<file path="src/tunnel_pkg.sv">
// shared raster constants, mode encoding, palette and bus structs; imported by every design module
package tunnel_pkg;

	// 640x480 at 800x525 total
	localparam int h_active = 640;
	localparam int h_total = 800;
	localparam int v_active = 480;
	localparam int v_total = 525;

	// sync windows, start inclusive, end exclusive, pulses active low
	localparam int h_sync_start = 656;
	localparam int h_sync_end = 752;
	localparam int v_sync_start = 490;
	localparam int v_sync_end = 492;

	typedef logic [15:0] coord_t;
	typedef logic [23:0] rgb_t;

	localparam rgb_t pal_black = 24'h000000;
	localparam rgb_t pal_green = 24'h00ff00;
	localparam rgb_t pal_red = 24'hff0000;
	localparam rgb_t pal_gray = 24'hd3d3d3;
	localparam rgb_t pal_teal = 24'h66ffff;
	localparam rgb_t pal_white = 24'hffffff;

	// code 3 is reserved and behaves as attract
	typedef enum logic [1:0] {
		mode_attract = 2'd0,
		mode_play = 2'd1,
		mode_over = 2'd2
	} game_mode_t;

	typedef struct packed {
		coord_t x;
		coord_t y;
		logic active;
		logic line_end;
		logic frame_start;
	} pixel_pos_t;

	typedef struct packed {
		game_mode_t mode;
		logic [3:0] your_digit;
		logic [3:0] their_digit;
	} scene_t;

	typedef struct packed {
		logic frame;
		logic diag;
		logic score;
	} draw_hits_t;

endpackage
</file>
<file path="src/frame_score_top.sv">
// tunnel backdrop top; timing, scene FSM and draw blocks merged into a registered color, latency 2
module frame_score_top import tunnel_pkg::*; #(
	parameter int score_x1 = 64,
	parameter int score_x2 = 544,
	parameter int score_y = 10
) (
	input  logic        clk,
	input  logic        rst,
	input  game_mode_t  mode_req,
	input  logic [15:0] your_score,
	input  logic [15:0] their_score,
	output rgb_t        color,
	output logic        hsync,
	output logic        vsync,
	output pixel_pos_t  out_pos
);

	// outer to inner
	localparam int frame_ul_x [9] = '{63, 132, 171, 197, 215, 229, 239, 247, 255};
	localparam int frame_ul_y [9] = '{47, 99, 128, 148, 161, 171, 179, 185, 191};
	localparam int frame_x_len [9] = '{514, 376, 297, 245, 209, 182, 162, 145, 130};
	localparam int frame_y_len [9] = '{386, 283, 223, 185, 157, 137, 122, 109, 98};

	pixel_pos_t pos;
	pixel_pos_t pos_d1;
	logic hsync_raw;
	logic vsync_raw;
	logic hsync_d1;
	logic vsync_d1;
	scene_t scene;
	logic [8:0] frame_draw;
	logic [3:0] diag_draw;
	logic score_hit;
	draw_hits_t hits;
	rgb_t line_color;
	rgb_t color_next;

	vga_timing timing (
		.clk(clk), .rst(rst), .pos(pos), .hsync(hsync_raw), .vsync(vsync_raw)
	);

	scene_control control (
		.clk(clk), .rst(rst), .pos(pos), .mode_req(mode_req),
		.your_score(your_score), .their_score(their_score), .scene(scene)
	);

	for (genvar i = 0; i < 9; i++) begin : g_frame
		tunnel_frame_draw #(
			.ul_x(frame_ul_x[i]), .ul_y(frame_ul_y[i]),
			.x_len(frame_x_len[i]), .y_len(frame_y_len[i])
		) frame (
			.clk(clk), .rst(rst), .pos(pos), .draw(frame_draw[i])
		);
	end

	diagonal_draw #(.x1(63), .y1(47), .x2(255), .y2(191), .falling(1'b0)) diag_ul (
		.clk(clk), .rst(rst), .pos(pos), .draw(diag_draw[0])
	);
	diagonal_draw #(.x1(384), .y1(288), .x2(576), .y2(432), .falling(1'b0)) diag_lr (
		.clk(clk), .rst(rst), .pos(pos), .draw(diag_draw[1])
	);
	diagonal_draw #(.x1(255), .y1(288), .x2(63), .y2(432), .falling(1'b1)) diag_ll (
		.clk(clk), .rst(rst), .pos(pos), .draw(diag_draw[2])
	);
	diagonal_draw #(.x1(576), .y1(47), .x2(384), .y2(191), .falling(1'b1)) diag_ur (
		.clk(clk), .rst(rst), .pos(pos), .draw(diag_draw[3])
	);

	score_draw #(.cell_x1(score_x1), .cell_x2(score_x2), .cell_y(score_y)) score (
		.clk(clk), .rst(rst), .pos(pos), .scene(scene), .draw(score_hit)
	);

	assign hits.frame = |frame_draw;
	assign hits.diag = |diag_draw;
	assign hits.score = score_hit;

	// scene flips while pos_d1 is still in blanking, so no mode delay is needed here
	always_comb begin
		case (scene.mode)
			mode_play: line_color = pal_green;
			mode_over: line_color = pal_red;
			default: line_color = pal_gray;
		endcase
		color_next = pal_black;
		if (pos_d1.active) begin
			if (hits.frame || hits.diag) begin
				color_next = line_color;
			end else if (hits.score && scene.mode == mode_play) begin
				color_next = pal_teal;
			end else if (hits.score && scene.mode == mode_over) begin
				color_next = pal_white;
			end
		end
	end

	always_ff @(posedge clk) begin
		if (rst) begin
			pos_d1 <= '0;
			hsync_d1 <= 1'b1;
			vsync_d1 <= 1'b1;
			out_pos <= '0;
			color <= pal_black;
			hsync <= 1'b1;
			vsync <= 1'b1;
		end else begin
			pos_d1 <= pos;
			hsync_d1 <= hsync_raw;
			vsync_d1 <= vsync_raw;
			out_pos <= pos_d1;
			color <= color_next;
			hsync <= hsync_d1;
			vsync <= vsync_d1;
		end
	end

endmodule

</file>
<file path="src/score_draw.sv">
// seven-segment renderer for the two 32x32 score cells; picks the digit by cell, hit registered
module score_draw import tunnel_pkg::*; #(
	parameter int cell_x1 = 64,
	parameter int cell_x2 = 544,
	parameter int cell_y = 10
) (
	input  logic       clk,
	input  logic       rst,
	input  pixel_pos_t pos,
	input  scene_t     scene,
	output logic       draw
);

	localparam int cell_size = 32;

	logic in_rows;
	logic in_cell1;
	logic in_cell2;
	coord_t dx;
	coord_t dy;
	logic [4:0] col;
	logic [4:0] row;
	logic [3:0] digit;
	logic [6:0] seg;
	logic seg_hit;

	// {g,f,e,d,c,b,a}
	function automatic logic [6:0] seg_decode(input logic [3:0] value);
		case (value)
			4'd0: return 7'h3f;
			4'd1: return 7'h06;
			4'd2: return 7'h5b;
			4'd3: return 7'h4f;
			4'd4: return 7'h66;
			4'd5: return 7'h6d;
			4'd6: return 7'h7d;
			4'd7: return 7'h07;
			4'd8: return 7'h7f;
			4'd9: return 7'h6f;
			default: return 7'h00;
		endcase
	endfunction

	assign in_rows = (pos.y >= cell_y) && (pos.y < cell_y + cell_size);
	assign in_cell1 = (pos.x >= cell_x1) && (pos.x < cell_x1 + cell_size);
	assign in_cell2 = (pos.x >= cell_x2) && (pos.x < cell_x2 + cell_size);

	// offsets within whichever cell is hit
	assign dx = in_cell1 ? pos.x - coord_t'(cell_x1) : pos.x - coord_t'(cell_x2);
	assign dy = pos.y - coord_t'(cell_y);
	assign col = dx[4:0];
	assign row = dy[4:0];

	assign digit = in_cell1 ? scene.your_digit : scene.their_digit;
	assign seg = seg_decode(digit);

	// 4 pixel bars; verticals overlap the middle bar
	always_comb begin
		seg_hit = 1'b0;
		seg_hit |= seg[0] && (row <= 5'd3);
		seg_hit |= seg[1] && (col >= 5'd28) && (row <= 5'd17);
		seg_hit |= seg[2] && (col >= 5'd28) && (row >= 5'd14);
		seg_hit |= seg[3] && (row >= 5'd28);
		seg_hit |= seg[4] && (col <= 5'd3) && (row >= 5'd14);
		seg_hit |= seg[5] && (col <= 5'd3) && (row <= 5'd17);
		seg_hit |= seg[6] && (row >= 5'd14) && (row <= 5'd17);
	end

	always_ff @(posedge clk) begin
		if (rst) begin
			draw <= 1'b0;
		end else begin
			draw <= in_rows && (in_cell1 || in_cell2) && seg_hit;
		end
	end

endmodule

</file>
<file path="src/diagonal_draw.sv">
// stepped diagonal for one tunnel edge; start column advances 1,1,2 per three lines, hit registered
module diagonal_draw import tunnel_pkg::*; #(
	parameter int x1 = 63,
	parameter int y1 = 47,
	parameter int x2 = 255,
	parameter int y2 = 191,
	// 0 steps right, 1 steps left
	parameter bit falling = 1'b0
) (
	input  logic       clk,
	input  logic       rst,
	input  pixel_pos_t pos,
	output logic       draw
);

	localparam int box_left = falling ? x2 : x1;
	localparam int box_right = falling ? x1 : x2;

	coord_t x_start;
	logic [1:0] cnt3;
	coord_t step;
	logic in_rows;
	logic in_box;
	logic on_line;

	// every third line steps by 2 and is drawn one pixel wider
	assign step = (cnt3 == 2'd2) ? coord_t'(2) : coord_t'(1);

	assign in_rows = (pos.y >= y1) && (pos.y <= y2);
	assign in_box = in_rows && (pos.x >= box_left) && (pos.x <= box_right);

	always_comb begin
		if (falling) begin
			on_line = (pos.x <= x_start) && (pos.x >= x_start - step);
		end else begin
			on_line = (pos.x >= x_start) && (pos.x <= x_start + step);
		end
	end

	always_ff @(posedge clk) begin
		if (rst) begin
			x_start <= coord_t'(x1);
			cnt3 <= '0;
		end else if (pos.line_end) begin
			if (pos.y == coord_t'(y1 - 1)) begin
				// rearm on the line above the edge
				x_start <= coord_t'(x1);
				cnt3 <= '0;
			end else if (in_rows) begin
				if (falling) begin
					x_start <= x_start - step;
				end else begin
					x_start <= x_start + step;
				end
				if (cnt3 == 2'd2) begin
					cnt3 <= '0;
				end else begin
					cnt3 <= cnt3 + 1'b1;
				end
			end
		end
	end

	always_ff @(posedge clk) begin
		if (rst) begin
			draw <= 1'b0;
		end else begin
			draw <= in_box && on_line;
		end
	end

endmodule

</file>
<file path="src/tunnel_frame_draw.sv">
// one-pixel rectangle outline hit test; one instance per tunnel frame, hit registered
module tunnel_frame_draw import tunnel_pkg::*; #(
	parameter int ul_x = 63,
	parameter int ul_y = 47,
	parameter int x_len = 514,
	parameter int y_len = 386
) (
	input  logic       clk,
	input  logic       rst,
	input  pixel_pos_t pos,
	output logic       draw
);

	localparam int lr_x = ul_x + x_len - 1;
	localparam int lr_y = ul_y + y_len - 1;

	logic in_cols;
	logic in_rows;
	logic on_edge_row;
	logic on_edge_col;

	assign in_cols = (pos.x >= ul_x) && (pos.x <= lr_x);
	assign in_rows = (pos.y >= ul_y) && (pos.y <= lr_y);
	assign on_edge_row = (pos.y == coord_t'(ul_y)) || (pos.y == coord_t'(lr_y));
	assign on_edge_col = (pos.x == coord_t'(ul_x)) || (pos.x == coord_t'(lr_x));

	always_ff @(posedge clk) begin
		if (rst) begin
			draw <= 1'b0;
		end else begin
			draw <= (on_edge_row && in_cols) || (on_edge_col && in_rows);
		end
	end

endmodule

</file>
<file path="src/scene_control.sv">
// game mode FSM; samples mode request and score digits only at frame start so a frame never tears
module scene_control import tunnel_pkg::*; (
	input  logic       clk,
	input  logic       rst,
	input  pixel_pos_t pos,
	input  game_mode_t mode_req,
	input  logic [15:0] your_score,
	input  logic [15:0] their_score,
	output scene_t     scene
);

	typedef enum logic [1:0] {
		st_attract,
		st_play,
		st_over
	} state_t;

	state_t state;
	state_t state_next;
	logic [3:0] your_digit;
	logic [3:0] their_digit;

	// low nibble folded into 0..9
	function automatic logic [3:0] fold_digit(input logic [3:0] value);
		if (value >= 4'd10) begin
			return value - 4'd10;
		end
		return value;
	endfunction

	// only attract->play->over->attract; anything else holds
	always_comb begin
		state_next = state;
		case (state)
			st_attract: begin
				if (mode_req == mode_play) begin
					state_next = st_play;
				end
			end
			st_play: begin
				if (mode_req == mode_over) begin
					state_next = st_over;
				end
			end
			st_over: begin
				// reserved code counts as attract
				if (mode_req != mode_play && mode_req != mode_over) begin
					state_next = st_attract;
				end
			end
			default: state_next = st_attract;
		endcase
	end

	always_ff @(posedge clk) begin
		if (rst) begin
			state <= st_attract;
			your_digit <= '0;
			their_digit <= '0;
		end else if (pos.frame_start) begin
			state <= state_next;
			your_digit <= fold_digit(your_score[3:0]);
			their_digit <= fold_digit(their_score[3:0]);
		end
	end

	always_comb begin
		case (state)
			st_play: scene.mode = mode_play;
			st_over: scene.mode = mode_over;
			default: scene.mode = mode_attract;
		endcase
		scene.your_digit = your_digit;
		scene.their_digit = their_digit;
	end

endmodule

</file>
<file path="src/vga_timing.sv">
// raster generator for 800x525 timing; drives the pixel position bus and both syncs, all registered
module vga_timing import tunnel_pkg::*; (
	input  logic       clk,
	input  logic       rst,
	output pixel_pos_t pos,
	output logic       hsync,
	output logic       vsync
);

	coord_t x_next;
	coord_t y_next;
	logic active_next;
	logic line_end_next;
	logic frame_start_next;
	logic hsync_next;
	logic vsync_next;

	// counters wrap at 799 and 524
	always_comb begin
		x_next = pos.x + 1'b1;
		y_next = pos.y;
		if (pos.x == coord_t'(h_total - 1)) begin
			x_next = '0;
			if (pos.y == coord_t'(v_total - 1)) begin
				y_next = '0;
			end else begin
				y_next = pos.y + 1'b1;
			end
		end
	end

	// strobes decoded one step ahead so they line up with the registered position
	always_comb begin
		active_next = (x_next < h_active) && (y_next < v_active);
		line_end_next = (x_next == coord_t'(h_active - 1));
		frame_start_next = (x_next == coord_t'(h_total - 1)) &&
			(y_next == coord_t'(v_total - 1));
		hsync_next = !((x_next >= h_sync_start) && (x_next < h_sync_end));
		vsync_next = !((y_next >= v_sync_start) && (y_next < v_sync_end));
	end

	always_ff @(posedge clk) begin
		if (rst) begin
			pos.x <= '0;
			pos.y <= '0;
			// (0,0) is a visible pixel
			pos.active <= 1'b1;
			pos.line_end <= 1'b0;
			pos.frame_start <= 1'b0;
			hsync <= 1'b1;
			vsync <= 1'b1;
		end else begin
			pos.x <= x_next;
			pos.y <= y_next;
			pos.active <= active_next;
			pos.line_end <= line_end_next;
			pos.frame_start <= frame_start_next;
			hsync <= hsync_next;
			vsync <= vsync_next;
		end
	end

endmodule

</file>
<file path="config.mk">
export PLATFORM = sky130hd
export DESIGN_NAME = frame_score_top
export DESIGN_NICKNAME = d
export VERILOG_FILES = /design/src/tunnel_pkg.sv /design/src/frame_score_top.sv /design/src/score_draw.sv /design/src/diagonal_draw.sv /design/src/tunnel_frame_draw.sv /design/src/scene_control.sv /design/src/vga_timing.sv
export SDC_FILE = /design/constraint.sdc
export NUM_CORES = 1
export LEC_CHECK = 0
export BUFFER_PORTS_ARGS = -buffer_cell sky130_fd_sc_hd__buf_2
export CAP_MARGIN = 20
export CORE_UTILIZATION = 45
export CTS_CLUSTER_SIZE = 14
export DETAILED_ROUTE_END_ITERATION = 6
export PLACE_DENSITY = 0.6
export SLEW_MARGIN = 10
export SYNTH_ARGS = -nofsm -noshare
export SYNTH_HDL_FRONTEND = slang
export SYNTH_SLANG_ARGS = --single-unit
</file>
<file path="constraint.sdc">
create_clock -name clk -period 4 [get_ports clk]
set_input_delay 0.8 -clock clk [delete_from_list [all_inputs] [get_ports clk]]
set_output_delay 0.8 -clock clk [all_outputs]
set_load 0.05 [all_outputs]
</file>
==> flow_metrics.py <==
metrics = {
    "global_route": {
        "grt_pass1_vias": 12240,
        "grt_pass1_wl_um": 63630,
        "grt_max_degree": 98,
        "antenna_violations_before_repair": 0,
        "grt_remaining_overflow": 0,
        "grt_usage_pct": 23.83,
    },
    "setup_path": {
        "worstPathArrival_ns": 4.12,
        "crit_path_start": "diag_lr.cnt3[0]",
        "worst_path_max_delay_cell": "sky130_fd_sc_hd__fa_1",
        "critical_path.max_stage_delay_ns": 0.43,
        "r2r_slack_ns": 0.33,
        "crit_fanout": 5,
        "cp-start-kind": "flop",
        "worstSetupPathDepth": 16,
        "critical_path_class": "reg2reg",
        "worst-path-buf-inv": 1,
        "timing.critical_path.to": "diag_lr.draw",
        "path_delay_family": "simple AND/OR/NAND/NOR gates",
        "critical_path.cell_chain": "nand2b_1 > ha_1 > inv_1 > fa_1 > and3b_1 > and3_1 > and3_1 > nand3_1 > xnor2_1 > ha_1 > a21o_1 > a21o_1 > a21oi_1 > o21ai_0 > o31a_1 > a211oi_1",
        "worst_setup_path_end_kind": "flop",
        "r2r_start": "diag_lr.cnt3[0]",
        "worst_r2r_path_depth": 16,
        "required_time_at_the_worst_slack_endpoint_ns": 4.45,
        "rr_endpoint": "diag_lr.draw",
    },
    "placed_design": {
        "hpwlAfterDp_um": 27760,
        "port_buffers": 72,
        "gp_congestion": 0.9364,
        "place_area_mm2": 0.01498,
    },
    "synthesis": {
        "yosysWarningCount": 0,
        "async_flop_share_pct": 0,
        "synth_top_area_share_pct": 30.38,
        "synth_area_leader_cell": "sky130_fd_sc_hd__dfxtp_1",
        "synth_area_per_cell_um2": 8.063,
        "synth_area_leaders": "sky130_fd_sc_hd__dfxtp_1 30%, sky130_fd_sc_hd__ha_1 14%, sky130_fd_sc_hd__xnor2_1 4.6%, sky130_fd_sc_hd__a21oi_1 4.4%, sky130_fd_sc_hd__nor2_1 4.4%",
        "synth_seq_area_share_pct": 30.38,
        "syn-num-nets": 1959,
        "syn-instance-count": 1757,
        "syn_std_cell_area_mm2": 0.01417,
        "synth-edff-count": 0,
        "synthMostInstantiatedCell": "sky130_fd_sc_hd__dfxtp_1",
        "flop_and_latch_count_out_of_synthesis": 215,
        "ys_types": 79,
        "most_used_flip_flop_cell_after_synthesis": "sky130_fd_sc_hd__dfxtp_1",
        "ys_top_cells_by_count": "215 x sky130_fd_sc_hd__dfxtp_1, 165 x sky130_fd_sc_hd__nor2_1, 162 x sky130_fd_sc_hd__ha_1, 124 x sky130_fd_sc_hd__a21oi_1, 103 x sky130_fd_sc_hd__nand2_1",
    },
    "routing": {
        "dr_wl_cell_um": 17.56,
        "average_via_count_per_standard_cell": 5.716,
        "postRouteAntennaNets": 0,
        "drt_drc_violations_left": 14,
        "detailed_routing_iteration_count_for_the_pre_antenna_repair_pass": 7,
        "vias": 12670,
        "drt-initial-drc-count": 925,
        "totalWireLength_um": 38910,
    },
    "timing": {
        "final-hold-violation-count": 0,
        "timing_worst_slew_pin_value_ns": 0.7503,
        "totalNegativeSetupSlack_ns": 0,
        "finalHoldWorstSlack_ns": 0.4057,
        "final-setup-viol-count": 0,
        "rsz0062_at_grt": "false",
        "finalWorstPathRequiredPeriod_ns": 3.675,
        "max_freq_mhz": 272.1,
        "min_period_over_period_pct": 91.87,
        "maxSlewHeadroom_pct": 49.98,
        "report.final.slew_viol_count": 0,
        "clock_skews_ns": 0.02151,
    },
    "run_status": {
        "violations": "DRC",
        "status": "complete, but fails checks",
    },
    "final_layout": {
        "area_growth_pct": 11.73,
        "post_route_cells_drive_above_1_share_pct": 10.77,
        "antennaDiodeCount": 0,
        "final_cell_area_mm2": 0.01583,
        "nNetsFinal": 2004,
    },
    "clock_tree": {
        "cts-root-to-sink-buffers": 3,
        "cts_inserted_buffers": 26,
        "post_cts_buffers": 0,
        "cts_root_buffer": "sky130_fd_sc_hd__clkbuf_16",
        "clock_pin_slew_worst_setup_and_hold_paths_ns": 0.06,
        "cts_tree": "done",
        "h_tree_levels": 1,
        "clock_sink_count": 215,
        "cts.hold.buffers_added": 0,
        "clk-insertion-delay-late_ns": 0.54,
        "cts-resized-gates": 0,
    },
    "power_and_ir_drop": {
        "total_leakage_power_nw": 6.925,
        "peakVddDrop_v": 0.0002539,
        "power_per_cell_area_mw_per_mm2": 291.7,
    },
    "floorplan": {
        "io_pins": 97,
        "die_width_um": 179.4,
        "dieHeight_um": 179.4,
        "start_util_pct": 46.07,
        "rows": 64,
        "die_area_mm2": 0.03220,
        "core_area_mm2": 0.03075,
    },
    "flow_run": {
        "drv.max_cap_violation_count": 0,
    },
    "hold_path": {
        "hold_path_class": "reg2reg",
        "worstHoldStart": "timing.vsync",
    },
}
metal layers:
layer | up-vias | global-route usage, % | wire length, um
li1 | 6317 | - | -
met5 | - | 0 | 0
met4 | 0 | 7.586 | 1088
met3 | 66 | 3.019 | 1968
met1 | 5941 | 31.27 | 17800
met2 | 342 | 40.55 | 18050
state kept, by name, summed over array words and instances, names as in the netlist, 2 cells and up:
register and flops:
diag_ur.cnt3 2, pos_d1 35, control.state 2, color 8
timing.pos 35, diag_ul.x_start 16, g_frame.frame.draw 9, diag_lr.cnt3 2
diag_ur.x_start 16, diag_ul.cnt3 2, control.their_digit 4, diag_lr.x_start 16
control.your_digit 4, out_pos 35, diag_ll.cnt3 2, diag_ll.x_start 16
per-stage QoR:
stage / power, mW / setup slack (ns) / util (%) / std cells
4_1_cts: 4.688 / 0.2887 / 51.44 / 2216
2_1_floorplan: 2.304 / 0.4328 / - / 1757
3_5_place_dp: 2.361 / 0.3140 / 48.72 / 2170
6_report: 4.618 / 0.3251 / 51.48 / 2216
3_3_place_gp: 2.357 / 0.3623 / 48.72 / 2170
5_1_grt: 4.792 / 0.005377 / 51.48 / 2216
where the power goes:
group	leakage (nW)	internal (mW)	switching (mW)	total, mW
Clock	0.416	1.36	0.947	2.30
Sequential	1.73	2.15	0.00201	2.15
Combinational	4.77	0.0547	0.111	0.165
Total	6.92	3.56	1.06	4.62
area by class of cell:
cell class                      count  area [um2]
Multi-Input combinational cell   1329        9004
Clock buffer                       36       738.2
Inverter                          100       375.4
Fill cell                        2989       14920
Timing Repair Buffer              130       814.5
Sequential cell                   215        4304
Clock inverter                     10       97.59
Tap cell                          396       495.5
kinds of logic after synthesis:
logic type	Yosys count	share of synthesized area (%)
AND/OR/NAND/NOR	687	25.14
AO/OA/AOI/OAI	373	16.81
flip-flops	215	30.38
buffers and inverters	213	6.244
adder cells (fa/ha/maj)	166	14.87
XOR/XNOR	85	5.255
multiplexers	18	1.298
cell usage in the layout, fill, tap and decap left out, drive strengths merged, types with 36 or more instances in the layout:
| cell | count |
|---|---|
| nor3 | 78 |
| nor2 | 167 |
| nor2b | 74 |
| nand3 | 73 |
| a21oi | 124 |
| dfxtp | 215 |
| inv | 99 |
| ha | 162 |
| nand4 | 44 |
| buf | 130 |
| a21o | 57 |
| xnor2 | 74 |
| nand2 | 103 |
| o21ai | 69 |
| clkbuf | 36 |
worst register-to-register path, stage by stage, from the launching register on:
cell and delay [ns]:
sky130_fd_sc_hd__dfxtp_1 0.36, sky130_fd_sc_hd__nand2b_1 0.20, sky130_fd_sc_hd__ha_1 0.19, sky130_fd_sc_hd__inv_1 0.06, sky130_fd_sc_hd__fa_1 0.43, sky130_fd_sc_hd__and3b_1 0.31, sky130_fd_sc_hd__and3_1 0.19, sky130_fd_sc_hd__and3_1 0.28
sky130_fd_sc_hd__nand3_1 0.13, sky130_fd_sc_hd__xnor2_1 0.17, sky130_fd_sc_hd__ha_1 0.19, sky130_fd_sc_hd__a21o_1 0.18, sky130_fd_sc_hd__a21o_1 0.17, sky130_fd_sc_hd__a21oi_1 0.15, sky130_fd_sc_hd__o21ai_0 0.12, sky130_fd_sc_hd__o31a_1 0.31
sky130_fd_sc_hd__a211oi_1 0.15
worst min-delay path by stage:
stage | slack, ns | cells after the start | end
3_5_place_dp | 0.40 | 1 | vsync_d1
5_1_grt | 0.42 | 1 | vsync_d1
2_1_floorplan | 0.39 | 1 | hsync
3_3_place_gp | 0.39 | 1 | vsync
4_1_cts | 0.41 | 1 | vsync_d1
6_report | 0.41 | 1 | vsync_d1
(Power assumes the default switching activity.)
